`src/excp_pkg.sv`:
```
package excp_pkg;

    // Widths.
    localparam int XLEN       = 32;
    localparam int CSR_ADDR_W = 14;
    localparam int CAUSE_W    = 5;
    localparam int EXCP_SLOTS = 6;
    localparam int ECODE_W    = 6;
    localparam int ESUBCODE_W = 9;
    localparam int INT_W      = 12;
    localparam int PAUSE_W    = 7;

    // Exception CSR addresses.
    localparam logic [CSR_ADDR_W-1:0] CSR_CRMD   = 14'h0;
    localparam logic [CSR_ADDR_W-1:0] CSR_PRMD   = 14'h1;
    localparam logic [CSR_ADDR_W-1:0] CSR_ECFG   = 14'h4;
    localparam logic [CSR_ADDR_W-1:0] CSR_ESTAT  = 14'h5;
    localparam logic [CSR_ADDR_W-1:0] CSR_ERA    = 14'h6;
    localparam logic [CSR_ADDR_W-1:0] CSR_EENTRY = 14'hc;

    // Cause codes carried by the pipeline slots.
    localparam logic [CAUSE_W-1:0] EXCEPTION_NOP  = 5'd0;
    localparam logic [CAUSE_W-1:0] EXCEPTION_INT  = 5'd1;
    localparam logic [CAUSE_W-1:0] EXCEPTION_PIL  = 5'd2;
    localparam logic [CAUSE_W-1:0] EXCEPTION_PIS  = 5'd3;
    localparam logic [CAUSE_W-1:0] EXCEPTION_PIF  = 5'd4;
    localparam logic [CAUSE_W-1:0] EXCEPTION_PME  = 5'd5;
    localparam logic [CAUSE_W-1:0] EXCEPTION_PPI  = 5'd6;
    localparam logic [CAUSE_W-1:0] EXCEPTION_ADEF = 5'd7;
    localparam logic [CAUSE_W-1:0] EXCEPTION_ADEM = 5'd8;
    localparam logic [CAUSE_W-1:0] EXCEPTION_ALE  = 5'd9;
    localparam logic [CAUSE_W-1:0] EXCEPTION_SYS  = 5'd10;
    localparam logic [CAUSE_W-1:0] EXCEPTION_BRK  = 5'd11;
    localparam logic [CAUSE_W-1:0] EXCEPTION_INE  = 5'd12;
    localparam logic [CAUSE_W-1:0] EXCEPTION_IPE  = 5'd13;
    localparam logic [CAUSE_W-1:0] EXCEPTION_FPD  = 5'd14;
    localparam logic [CAUSE_W-1:0] EXCEPTION_FPE  = 5'd15;

    // Architectural ecodes written to ESTAT.
    localparam logic [ECODE_W-1:0] ECODE_INT = 6'h0;
    localparam logic [ECODE_W-1:0] ECODE_PIL = 6'h1;
    localparam logic [ECODE_W-1:0] ECODE_PIS = 6'h2;
    localparam logic [ECODE_W-1:0] ECODE_PIF = 6'h3;
    localparam logic [ECODE_W-1:0] ECODE_PME = 6'h4;
    localparam logic [ECODE_W-1:0] ECODE_PPI = 6'h7;
    localparam logic [ECODE_W-1:0] ECODE_ADE = 6'h8;
    localparam logic [ECODE_W-1:0] ECODE_ALE = 6'h9;
    localparam logic [ECODE_W-1:0] ECODE_SYS = 6'hb;
    localparam logic [ECODE_W-1:0] ECODE_BRK = 6'hc;
    localparam logic [ECODE_W-1:0] ECODE_INE = 6'hd;
    localparam logic [ECODE_W-1:0] ECODE_IPE = 6'he;
    localparam logic [ECODE_W-1:0] ECODE_FPD = 6'hf;
    localparam logic [ECODE_W-1:0] ECODE_FPE = 6'h12;

    // Pause bits: 0 pc, 1 icache, 2 inst buffer, 3 id, 4 dispatch, 5 ex, 6 mem.
    localparam logic [PAUSE_W-1:0] PAUSE_IF       = 7'b0000001;
    localparam logic [PAUSE_W-1:0] PAUSE_ID       = 7'b0001111;
    localparam logic [PAUSE_W-1:0] PAUSE_DISPATCH = 7'b0011111;
    localparam logic [PAUSE_W-1:0] PAUSE_EX       = 7'b0111111;
    localparam logic [PAUSE_W-1:0] PAUSE_MEM      = 7'b1111111;

    // One CSR write word, seen as CRMD or as an interrupt-line word.
    typedef union packed {
        struct packed {
            logic [28:0] rsvd_31_3;
            logic        ie;
            logic [1:0]  rsvd_1_0;
        } crmd;
        struct packed {
            logic [18:0] rsvd_31_13;
            logic [1:0]  line_hi;
            logic        rsvd_10;
            logic [9:0]  line_lo;
        } intr;
    } csr_word_u;

endpackage

```
`src/excp_cause_decode.sv`:
```
module excp_cause_decode (
    input  logic [excp_pkg::EXCP_SLOTS-1:0]              excp_vec_i,
    input  logic [excp_pkg::EXCP_SLOTS*excp_pkg::CAUSE_W-1:0] excp_cause_i,
    output logic                                         excp_taken_o,
    output logic [excp_pkg::CAUSE_W-1:0]                 cause_o,
    output logic [excp_pkg::ECODE_W-1:0]                 ecode_o,
    output logic [excp_pkg::ESUBCODE_W-1:0]              esubcode_o
);

    // Higher slots overwrite lower ones, so slot 5 wins.
    always_comb begin
        excp_taken_o = 1'b0;
        cause_o      = excp_pkg::EXCEPTION_NOP;
        for (int k = 0; k < excp_pkg::EXCP_SLOTS; k++) begin
            if (excp_vec_i[k]) begin
                excp_taken_o = 1'b1;
                cause_o      = excp_cause_i[k*excp_pkg::CAUSE_W +: excp_pkg::CAUSE_W];
            end
        end
        // An active slot must carry a real cause
        assert final (!excp_taken_o || cause_o != excp_pkg::EXCEPTION_NOP)
            else $error("active exception slot with NOP cause");
    end

    always_comb begin
        esubcode_o = '0;
        case (cause_o)
            excp_pkg::EXCEPTION_INT: begin
                ecode_o = excp_pkg::ECODE_INT;
            end
            excp_pkg::EXCEPTION_PIL: begin
                ecode_o = excp_pkg::ECODE_PIL;
            end
            excp_pkg::EXCEPTION_PIS: begin
                ecode_o = excp_pkg::ECODE_PIS;
            end
            excp_pkg::EXCEPTION_PIF: begin
                ecode_o = excp_pkg::ECODE_PIF;
            end
            excp_pkg::EXCEPTION_PME: begin
                ecode_o = excp_pkg::ECODE_PME;
            end
            excp_pkg::EXCEPTION_PPI: begin
                ecode_o = excp_pkg::ECODE_PPI;
            end
            excp_pkg::EXCEPTION_ADEF: begin
                ecode_o = excp_pkg::ECODE_ADE;
            end
            excp_pkg::EXCEPTION_ADEM: begin
                // Same ecode as ADEF, told apart by esubcode.
                ecode_o    = excp_pkg::ECODE_ADE;
                esubcode_o = 9'd1;
            end
            excp_pkg::EXCEPTION_ALE: begin
                ecode_o = excp_pkg::ECODE_ALE;
            end
            excp_pkg::EXCEPTION_SYS: begin
                ecode_o = excp_pkg::ECODE_SYS;
            end
            excp_pkg::EXCEPTION_BRK: begin
                ecode_o = excp_pkg::ECODE_BRK;
            end
            excp_pkg::EXCEPTION_INE: begin
                ecode_o = excp_pkg::ECODE_INE;
            end
            excp_pkg::EXCEPTION_IPE: begin
                ecode_o = excp_pkg::ECODE_IPE;
            end
            excp_pkg::EXCEPTION_FPD: begin
                ecode_o = excp_pkg::ECODE_FPD;
            end
            excp_pkg::EXCEPTION_FPE: begin
                ecode_o = excp_pkg::ECODE_FPE;
            end
            default: begin
                ecode_o = '0;
            end
        endcase
    end

endmodule

```
`src/excp_csr_regs.sv`:
```
module excp_csr_regs (
    input  logic                               clk,
    input  logic                               rst_n_i,
    input  logic                               wb_csr_we_i,
    input  logic [excp_pkg::CSR_ADDR_W-1:0]    wb_csr_waddr_i,
    input  logic [excp_pkg::XLEN-1:0]          wb_csr_wdata_i,
    input  logic                               excp_taken_i,
    input  logic [excp_pkg::ECODE_W-1:0]       ecode_i,
    input  logic [excp_pkg::ESUBCODE_W-1:0]    esubcode_i,
    input  logic                               is_ertn_i,
    input  logic [excp_pkg::XLEN-1:0]          pc_i,
    input  logic [excp_pkg::CSR_ADDR_W-1:0]    csr_raddr_i,
    output logic [excp_pkg::XLEN-1:0]          csr_rdata_o,
    output logic [excp_pkg::XLEN-1:0]          era_cur_o,
    output logic [excp_pkg::XLEN-1:0]          eentry_cur_o,
    output logic                               int_pending_o
);

    logic                            crmd_ie_q;
    logic                            prmd_pie_q;
    logic [excp_pkg::INT_W-1:0]      ecfg_lie_q;
    logic [excp_pkg::INT_W-1:0]      estat_is_q;
    logic [excp_pkg::ECODE_W-1:0]    estat_ecode_q;
    logic [excp_pkg::ESUBCODE_W-1:0] estat_esubcode_q;
    logic [excp_pkg::XLEN-1:0]       era_q;
    logic [excp_pkg::XLEN-1:0]       eentry_q;

    excp_pkg::csr_word_u             wword;
    logic [excp_pkg::INT_W-1:0]      wlines;
    logic                            we_crmd, we_prmd, we_ecfg, we_estat, we_era, we_eentry;
    logic                            ie_cur, pie_cur;
    logic [excp_pkg::INT_W-1:0]      lie_cur, is_cur;

    assign wword  = wb_csr_wdata_i;
    assign wlines = {wword.intr.line_hi, wword.intr.line_lo};

    assign we_crmd   = wb_csr_we_i && (wb_csr_waddr_i == excp_pkg::CSR_CRMD);
    assign we_prmd   = wb_csr_we_i && (wb_csr_waddr_i == excp_pkg::CSR_PRMD);
    assign we_ecfg   = wb_csr_we_i && (wb_csr_waddr_i == excp_pkg::CSR_ECFG);
    assign we_estat  = wb_csr_we_i && (wb_csr_waddr_i == excp_pkg::CSR_ESTAT);
    assign we_era    = wb_csr_we_i && (wb_csr_waddr_i == excp_pkg::CSR_ERA);
    assign we_eentry = wb_csr_we_i && (wb_csr_waddr_i == excp_pkg::CSR_EENTRY);

    // Writeback values seen by redirect and interrupt logic this cycle.
    assign ie_cur       = we_crmd ? wword.crmd.ie : crmd_ie_q;
    assign pie_cur      = we_prmd ? wword.crmd.ie : prmd_pie_q;
    assign lie_cur      = we_ecfg ? wlines : ecfg_lie_q;
    assign is_cur       = we_estat ? wlines : estat_is_q;
    assign era_cur_o    = we_era ? wb_csr_wdata_i : era_q;
    assign eentry_cur_o = we_eentry ? wb_csr_wdata_i : eentry_q;

    assign int_pending_o = ie_cur && ((lie_cur & is_cur) != '0);

    always_ff @(posedge clk) begin
        if (!rst_n_i) begin
            crmd_ie_q        <= 1'b0;
            prmd_pie_q       <= 1'b0;
            ecfg_lie_q       <= '0;
            estat_is_q       <= '0;
            estat_ecode_q    <= '0;
            estat_esubcode_q <= '0;
            era_q            <= '0;
            eentry_q         <= '0;
        end else begin
            // Commit wins over a software write to the same field.
            if (excp_taken_i) begin
                crmd_ie_q        <= 1'b0;
                prmd_pie_q       <= ie_cur;
                era_q            <= pc_i;
                estat_ecode_q    <= ecode_i;
                estat_esubcode_q <= esubcode_i;
            end else begin
                if (is_ertn_i) begin
                    crmd_ie_q <= pie_cur;
                end else if (we_crmd) begin
                    crmd_ie_q <= wword.crmd.ie;
                end
                if (we_prmd) begin
                    prmd_pie_q <= wword.crmd.ie;
                end
                if (we_era) begin
                    era_q <= wb_csr_wdata_i;
                end
            end
            if (we_ecfg) begin
                ecfg_lie_q <= wlines;
            end
            if (we_estat) begin
                estat_is_q <= wlines;
            end
            if (we_eentry) begin
                eentry_q <= wb_csr_wdata_i;
            end
        end
    end

    always_comb begin
        case (csr_raddr_i)
            excp_pkg::CSR_CRMD:   csr_rdata_o = {29'b0, crmd_ie_q, 2'b0};
            excp_pkg::CSR_PRMD:   csr_rdata_o = {29'b0, prmd_pie_q, 2'b0};
            excp_pkg::CSR_ECFG:   csr_rdata_o = {19'b0, ecfg_lie_q[11:10], 1'b0, ecfg_lie_q[9:0]};
            excp_pkg::CSR_ESTAT:  csr_rdata_o = {1'b0, estat_esubcode_q, estat_ecode_q, 3'b0,
                                                 estat_is_q[11:10], 1'b0, estat_is_q[9:0]};
            excp_pkg::CSR_ERA:    csr_rdata_o = era_q;
            excp_pkg::CSR_EENTRY: csr_rdata_o = eentry_q;
            default:              csr_rdata_o = '0;
        endcase
    end

    assert property (@(posedge clk) disable iff (!rst_n_i) !(excp_taken_i && is_ertn_i))
        else $error("exception and ertn committed in the same cycle");

endmodule

```
`src/pipe_ctrl.sv`:
```
module pipe_ctrl (
    input  logic                           excp_taken_i,
    input  logic                           is_ertn_i,
    input  logic                           is_idle_i,
    input  logic                           continue_idle_i,
    input  logic [excp_pkg::XLEN-1:0]      era_cur_i,
    input  logic [excp_pkg::XLEN-1:0]      eentry_cur_i,
    input  logic                           int_pending_i,
    input  logic                           pause_if_i,
    input  logic                           pause_id_i,
    input  logic                           pause_dispatch_i,
    input  logic                           pause_ex_i,
    input  logic                           pause_mem_i,
    output logic                           flush_o,
    output logic [excp_pkg::XLEN-1:0]      new_pc_o,
    output logic                           is_interrupt_o,
    output logic [excp_pkg::PAUSE_W-1:0]   pause_o,
    output logic                           send_inst1_en_o
);

    logic pause_idle;

    // Redirect on both exception entry and return.
    assign flush_o  = excp_taken_i || is_ertn_i;
    assign new_pc_o = is_ertn_i ? era_cur_i : eentry_cur_i;

    assign is_interrupt_o = int_pending_i;

    // Idle holds the whole pipe until an interrupt or an explicit release.
    assign pause_idle = is_idle_i && !int_pending_i && !continue_idle_i;

    always_comb begin
        if (pause_if_i) begin
            pause_o = excp_pkg::PAUSE_IF;
        end else if (pause_id_i) begin
            pause_o = excp_pkg::PAUSE_ID;
        end else if (pause_dispatch_i) begin
            pause_o = excp_pkg::PAUSE_DISPATCH;
        end else if (pause_ex_i) begin
            pause_o = excp_pkg::PAUSE_EX;
        end else if (pause_mem_i || pause_idle) begin
            pause_o = excp_pkg::PAUSE_MEM;
        end else begin
            pause_o = '0;
        end
    end

    // The second issue slot stalls with the inst buffer.
    assign send_inst1_en_o = !pause_o[2];

    always_comb begin
        assert final (!(is_ertn_i && excp_taken_i))
            else $error("redirect requested for exception and ertn together");
    end

endmodule

```
`src/excp_ctrl_top.sv`:
```
module excp_ctrl_top (
    input  logic                                         clk,
    input  logic                                         rst_n_i,
    input  logic [excp_pkg::XLEN-1:0]                    mem_pc_i,
    input  logic [excp_pkg::EXCP_SLOTS-1:0]              mem_excp_vec_i,
    input  logic [excp_pkg::EXCP_SLOTS*excp_pkg::CAUSE_W-1:0] mem_excp_cause_i,
    input  logic                                         mem_is_ertn_i,
    input  logic                                         mem_is_idle_i,
    input  logic                                         wb_csr_we_i,
    input  logic [excp_pkg::CSR_ADDR_W-1:0]              wb_csr_waddr_i,
    input  logic [excp_pkg::XLEN-1:0]                    wb_csr_wdata_i,
    input  logic [excp_pkg::CSR_ADDR_W-1:0]              csr_raddr_i,
    input  logic                                         pause_if_i,
    input  logic                                         pause_id_i,
    input  logic                                         pause_dispatch_i,
    input  logic                                         pause_ex_i,
    input  logic                                         pause_mem_i,
    input  logic                                         continue_idle_i,
    output logic [excp_pkg::XLEN-1:0]                    csr_rdata_o,
    output logic                                         flush_o,
    output logic [excp_pkg::XLEN-1:0]                    new_pc_o,
    output logic                                         is_interrupt_o,
    output logic [excp_pkg::PAUSE_W-1:0]                 pause_o,
    output logic                                         send_inst1_en_o
);

    logic                            excp_taken;
    logic [excp_pkg::ECODE_W-1:0]    ecode;
    logic [excp_pkg::ESUBCODE_W-1:0] esubcode;
    logic [excp_pkg::XLEN-1:0]       era_cur;
    logic [excp_pkg::XLEN-1:0]       eentry_cur;
    logic                            int_pending;

    excp_cause_decode excp_cause_decode_inst (
        .excp_vec_i   (mem_excp_vec_i),
        .excp_cause_i (mem_excp_cause_i),
        .excp_taken_o (excp_taken),
        .cause_o      (),
        .ecode_o      (ecode),
        .esubcode_o   (esubcode)
    );

    excp_csr_regs excp_csr_regs_inst (
        .clk            (clk),
        .rst_n_i        (rst_n_i),
        .wb_csr_we_i    (wb_csr_we_i),
        .wb_csr_waddr_i (wb_csr_waddr_i),
        .wb_csr_wdata_i (wb_csr_wdata_i),
        .excp_taken_i   (excp_taken),
        .ecode_i        (ecode),
        .esubcode_i     (esubcode),
        .is_ertn_i      (mem_is_ertn_i),
        .pc_i           (mem_pc_i),
        .csr_raddr_i    (csr_raddr_i),
        .csr_rdata_o    (csr_rdata_o),
        .era_cur_o      (era_cur),
        .eentry_cur_o   (eentry_cur),
        .int_pending_o  (int_pending)
    );

    pipe_ctrl pipe_ctrl_inst (
        .excp_taken_i     (excp_taken),
        .is_ertn_i        (mem_is_ertn_i),
        .is_idle_i        (mem_is_idle_i),
        .continue_idle_i  (continue_idle_i),
        .era_cur_i        (era_cur),
        .eentry_cur_i     (eentry_cur),
        .int_pending_i    (int_pending),
        .pause_if_i       (pause_if_i),
        .pause_id_i       (pause_id_i),
        .pause_dispatch_i (pause_dispatch_i),
        .pause_ex_i       (pause_ex_i),
        .pause_mem_i      (pause_mem_i),
        .flush_o          (flush_o),
        .new_pc_o         (new_pc_o),
        .is_interrupt_o   (is_interrupt_o),
        .pause_o          (pause_o),
        .send_inst1_en_o  (send_inst1_en_o)
    );

endmodule

```
`config.mk`:
```
export PLATFORM = sky130hd
export DESIGN_NAME = excp_ctrl_top
export DESIGN_NICKNAME = d
export VERILOG_FILES = /design/src/excp_pkg.sv /design/src/excp_cause_decode.sv /design/src/excp_csr_regs.sv /design/src/pipe_ctrl.sv /design/src/excp_ctrl_top.sv
export SDC_FILE = /design/constraint.sdc
export NUM_CORES = 1
export LEC_CHECK = 0
export ABC_AREA = 1
export BUFFER_PORTS_ARGS = -buffer_cell sky130_fd_sc_hd__clkbuf_2
export CAP_MARGIN = 15
export CORE_MARGIN = 2
export CORE_UTILIZATION = 40
export DETAILED_ROUTE_END_ITERATION = 12
export GPL_ROUTABILITY_DRIVEN = 0
export PLACE_DENSITY = 0.65
export SLEW_MARGIN = 10
export SYNTH_ARGS = -nofsm -noshare
export SYNTH_HDL_FRONTEND = slang
export SYNTH_HIERARCHICAL = 1
export SYNTH_SLANG_ARGS = --single-unit
```
`constraint.sdc`:
```
create_clock -name clk -period 7.22 [get_ports clk]
set_input_delay 2.166 -clock clk [delete_from_list [all_inputs] [get_ports clk]]
set_output_delay 2.166 -clock clk [all_outputs]
set_load 0.005 [all_outputs]
```
==> impl_metrics.toml <==
[yosys]
ys_top_cells_by_area = "dfxtp_1 31%, nand2_1 24%, nand4_1 6.6%"
synth-main-ff-cell = "dfxtp_1"
yosysWarnings = 6
synth-async-reset-ratio = 0
synth_edf_count = 0
synth_common_cells = "435 x nand2_1, 105 x dfxtp_1, 72 x nand4_1, 71 x inv_1, 53 x a21oi_1"
synthCells = 1043
ys_types = 44
ys_ff_latch = 105
yosysTopAreaCellShare = 0.3101
synth_most_common_cell = "nand2_1"
synth.largest_area_cell = "dfxtp_1"
syn_area_per_cell_sq_um = 6.498
yosysSeqAreaShare = 0.3101
synthesis.area_sq_um = 6778

[sta]
drv_slew = 0
hold_viol = 0
finalClockSkew_ns = 0.0001237
layout_setup_ws_ns = 0.6380
relSlewSlack = 0.4445
fin_crit_sh = 0.9116
setup_viol_count_final = 0
grt_setup_unrepaired = "no"
clock.fmax_ghz = 0.1519
timing.setup.tns_ns = 0
worstMarginPinSlew_ns = 0.8333
finalCriticalPeriod_ns = 6.582

[die]
fp.dieW_um = 134.2
start_util = 0.4087
num_io_pins = 213
core_area_sq_um = 16580
die_h_um = 134.2
dieArea_sq_um = 18000
rows = 47

[route]
wire_per_inst_um = 15.50
via_count = 7446
wl_um = 22360
via_per_inst = 5.160
drtAntennaViolNets = 0
drt_iter0_drc = 415
drc = 0
drtPass1Iterations = 5

[setup_path]
rr_worst_depth = 3
endpoint = "pause_o[2]"
reg2reg_slack_ns = 6.40
worst_setup_path_start_kind = "input pin"
criticalPathCategory = "in2out"
crit_start = "wb_csr_waddr_i[9]"
reg2reg_to = "excp_csr_regs_inst/prmd_pie_q$_SDFF_PN0_"
crit_path_end_kind = "output port"
worstPathRequired_ns = 5.05
r2r-start = "excp_csr_regs_inst/prmd_pie_q$_SDFF_PN0_"
cp_max_fo = 25
critPathArrivalTime_ns = 4.42

[final_layout]
diodes = 0
fill_cells = 1749
seq_area_sq_um = 2102
final_util = 0.4902
multi_input_area_sq_um = 3951
area_delta_synth_final_pct = 19.94
nNetsFinal = 1357
drive_above_1_share = 0.2641

[power]
vdd_drop_max_mv = 0.1179
pwr_density_cell_nw_per_um2 = 159.6
leakagePower_nw = 4.192

[clock_network]
cts_tree = "yes"
clk_pin_slew_ns = 0.07
cts_max_level = 3
cts_root_buf = "clkbuf_16"
clock_latency_ns = 0.36
cts_num_sinks = 105
cts.path.max_buffers = 2
cts_buffers = 9
cts_hold_buf = 0
cts_resized = 0
postCtsSetupBuffers = 0

[grt]
grt_pass1_vias = 6964
grt.total_usage = 0.2459
use_met1 = 0.3151
grt.overflow.total = 0
grt_max_degree = 58
antenna_found_initial = 0
grtUsageMet2 = 0.4238
top_usage_layer = "met2"
grt_pass1_wl_um = 35350
grt_util_met3 = 0.04271

[min_path]
hp-class = "reg2reg"

[status]
status = "complete, no violations"

[placement]
io_buffers = 212
hpwl_um = 15630
pre_cts_ws_ns = 0.6751

[job]
max_cap_viol_count = 0
## layer usage
metal  part of all wire  up-vias
met5                  0        -
met3              0.069       27
met1               0.43     3390
li1                   -     3750
met2               0.49      279
met4              0.018        0
## through the flow
stage               hold WS (ns)  total power [mW]  cell area [sq um]  std cells
global route              0.5083             1.354               8129       1443
detailed placement        0.4640            0.8020               7820       1427
finish                    0.4795             1.297               8129       1443
floorplan                 0.4398            0.7257               6808       1051
CTS                       0.4826             1.306               8129       1443
global placement          0.4564            0.8010               7820       1427
## worst min path at each step
stage / start / endpoint / slack, ns / depth (start not counted)
floorplan: excp_csr_regs_inst/estat_esubcode_q[6]$_SDFFE_PN0P_ / excp_csr_regs_inst/estat_esubcode_q[6]$_SDFFE_PN0P_ / 0.44 / 1
global placement: excp_csr_regs_inst/estat_esubcode_q[6]$_SDFFE_PN0P_ / excp_csr_regs_inst/estat_esubcode_q[6]$_SDFFE_PN0P_ / 0.46 / 1
detailed placement: excp_csr_regs_inst/estat_esubcode_q[6]$_SDFFE_PN0P_ / excp_csr_regs_inst/estat_esubcode_q[6]$_SDFFE_PN0P_ / 0.46 / 1
CTS: excp_csr_regs_inst/estat_esubcode_q[6]$_SDFFE_PN0P_ / excp_csr_regs_inst/estat_esubcode_q[6]$_SDFFE_PN0P_ / 0.48 / 1
global route: excp_csr_regs_inst/eentry_q[1]$_SDFF_PN0_ / excp_csr_regs_inst/eentry_q[1]$_SDFF_PN0_ / 0.51 / 2
finish: excp_csr_regs_inst/estat_esubcode_q[6]$_SDFFE_PN0P_ / excp_csr_regs_inst/estat_esubcode_q[6]$_SDFFE_PN0P_ / 0.48 / 1
## kinds of logic after synthesis
family          after synthesis  synth area share
simple gates                635            0.4268
other cells                   1         0.0005533
buf+inv                     151            0.1137
compound gates              151            0.1488
flops                       105            0.3101
## where the power goes
part | leakage [nW] | internal, mW | switching [mW]
clock network | 0.151 | 0.250 | 0.258
registers | 0.857 | 0.594 | 0.00613
logic | 3.18 | 0.0734 | 0.116
total | 4.19 | 0.917 | 0.380
## registers in the layout (all words and copies together), names as in the netlist
| name | cells |
|---|---|
| excp_csr_regs_inst/estat_esubcode_q | 9 |
| excp_csr_regs_inst/era_q | 32 |
| excp_csr_regs_inst/eentry_q | 32 |
| excp_csr_regs_inst/prmd_pie_q | 1 |
| excp_csr_regs_inst/ecfg_lie_q | 12 |
| excp_csr_regs_inst/estat_is_q | 12 |
| excp_csr_regs_inst/crmd_ie_q | 1 |
| excp_csr_regs_inst/estat_ecode_q | 6 |
## critical path: stages
cell and delay [ns]:
clkbuf_2 0.08, or2_4 0.26, nor2_8 0.33, nand3_4 0.25, nand2_1 0.16, nand2_1 0.06, nand2_1 0.06, nand2_1 0.05
nor2_1 0.12, nand3_1 0.11, nand2_1 0.08, inv_1 0.05, inv_1 0.06, nand3_2 0.07, nand4_1 0.12, nor2_1 0.07
nor2_1 0.16, clkbuf_2 0.15
## cell type report
cell class | count | share of cell area
tap | 220 | 0.03386
inverter | 81 | 0.03848
multi-input combinational | 795 | 0.4861
clock inverter | 7 | 0.01031
clock buffer | 9 | 0.02771
timing repair buffer | 226 | 0.1450
sequential | 105 | 0.2586
## layout by cell type, fill, tap and decap left out, drive strengths merged
cell type  Yosys  layout
nand2        459     459
nor3           7       7
buf           39      14
o21a           1       1
nor3b          1       1
a21boi         2       2
dfxtp        105     105
o211ai        15      15
and2           1       1
nand4         73      73
a22o          34      34
or2            2       2
conb           1       9
nand3b         1       1
o21ai         45      45
clkbuf        31     221
o2111ai        1       1
nor4           1       1
nor2          60      60
a21oi         53      53
inv           80      83
clkinv         1       5
nand3         30      30
(Power assumes the default switching activity.)
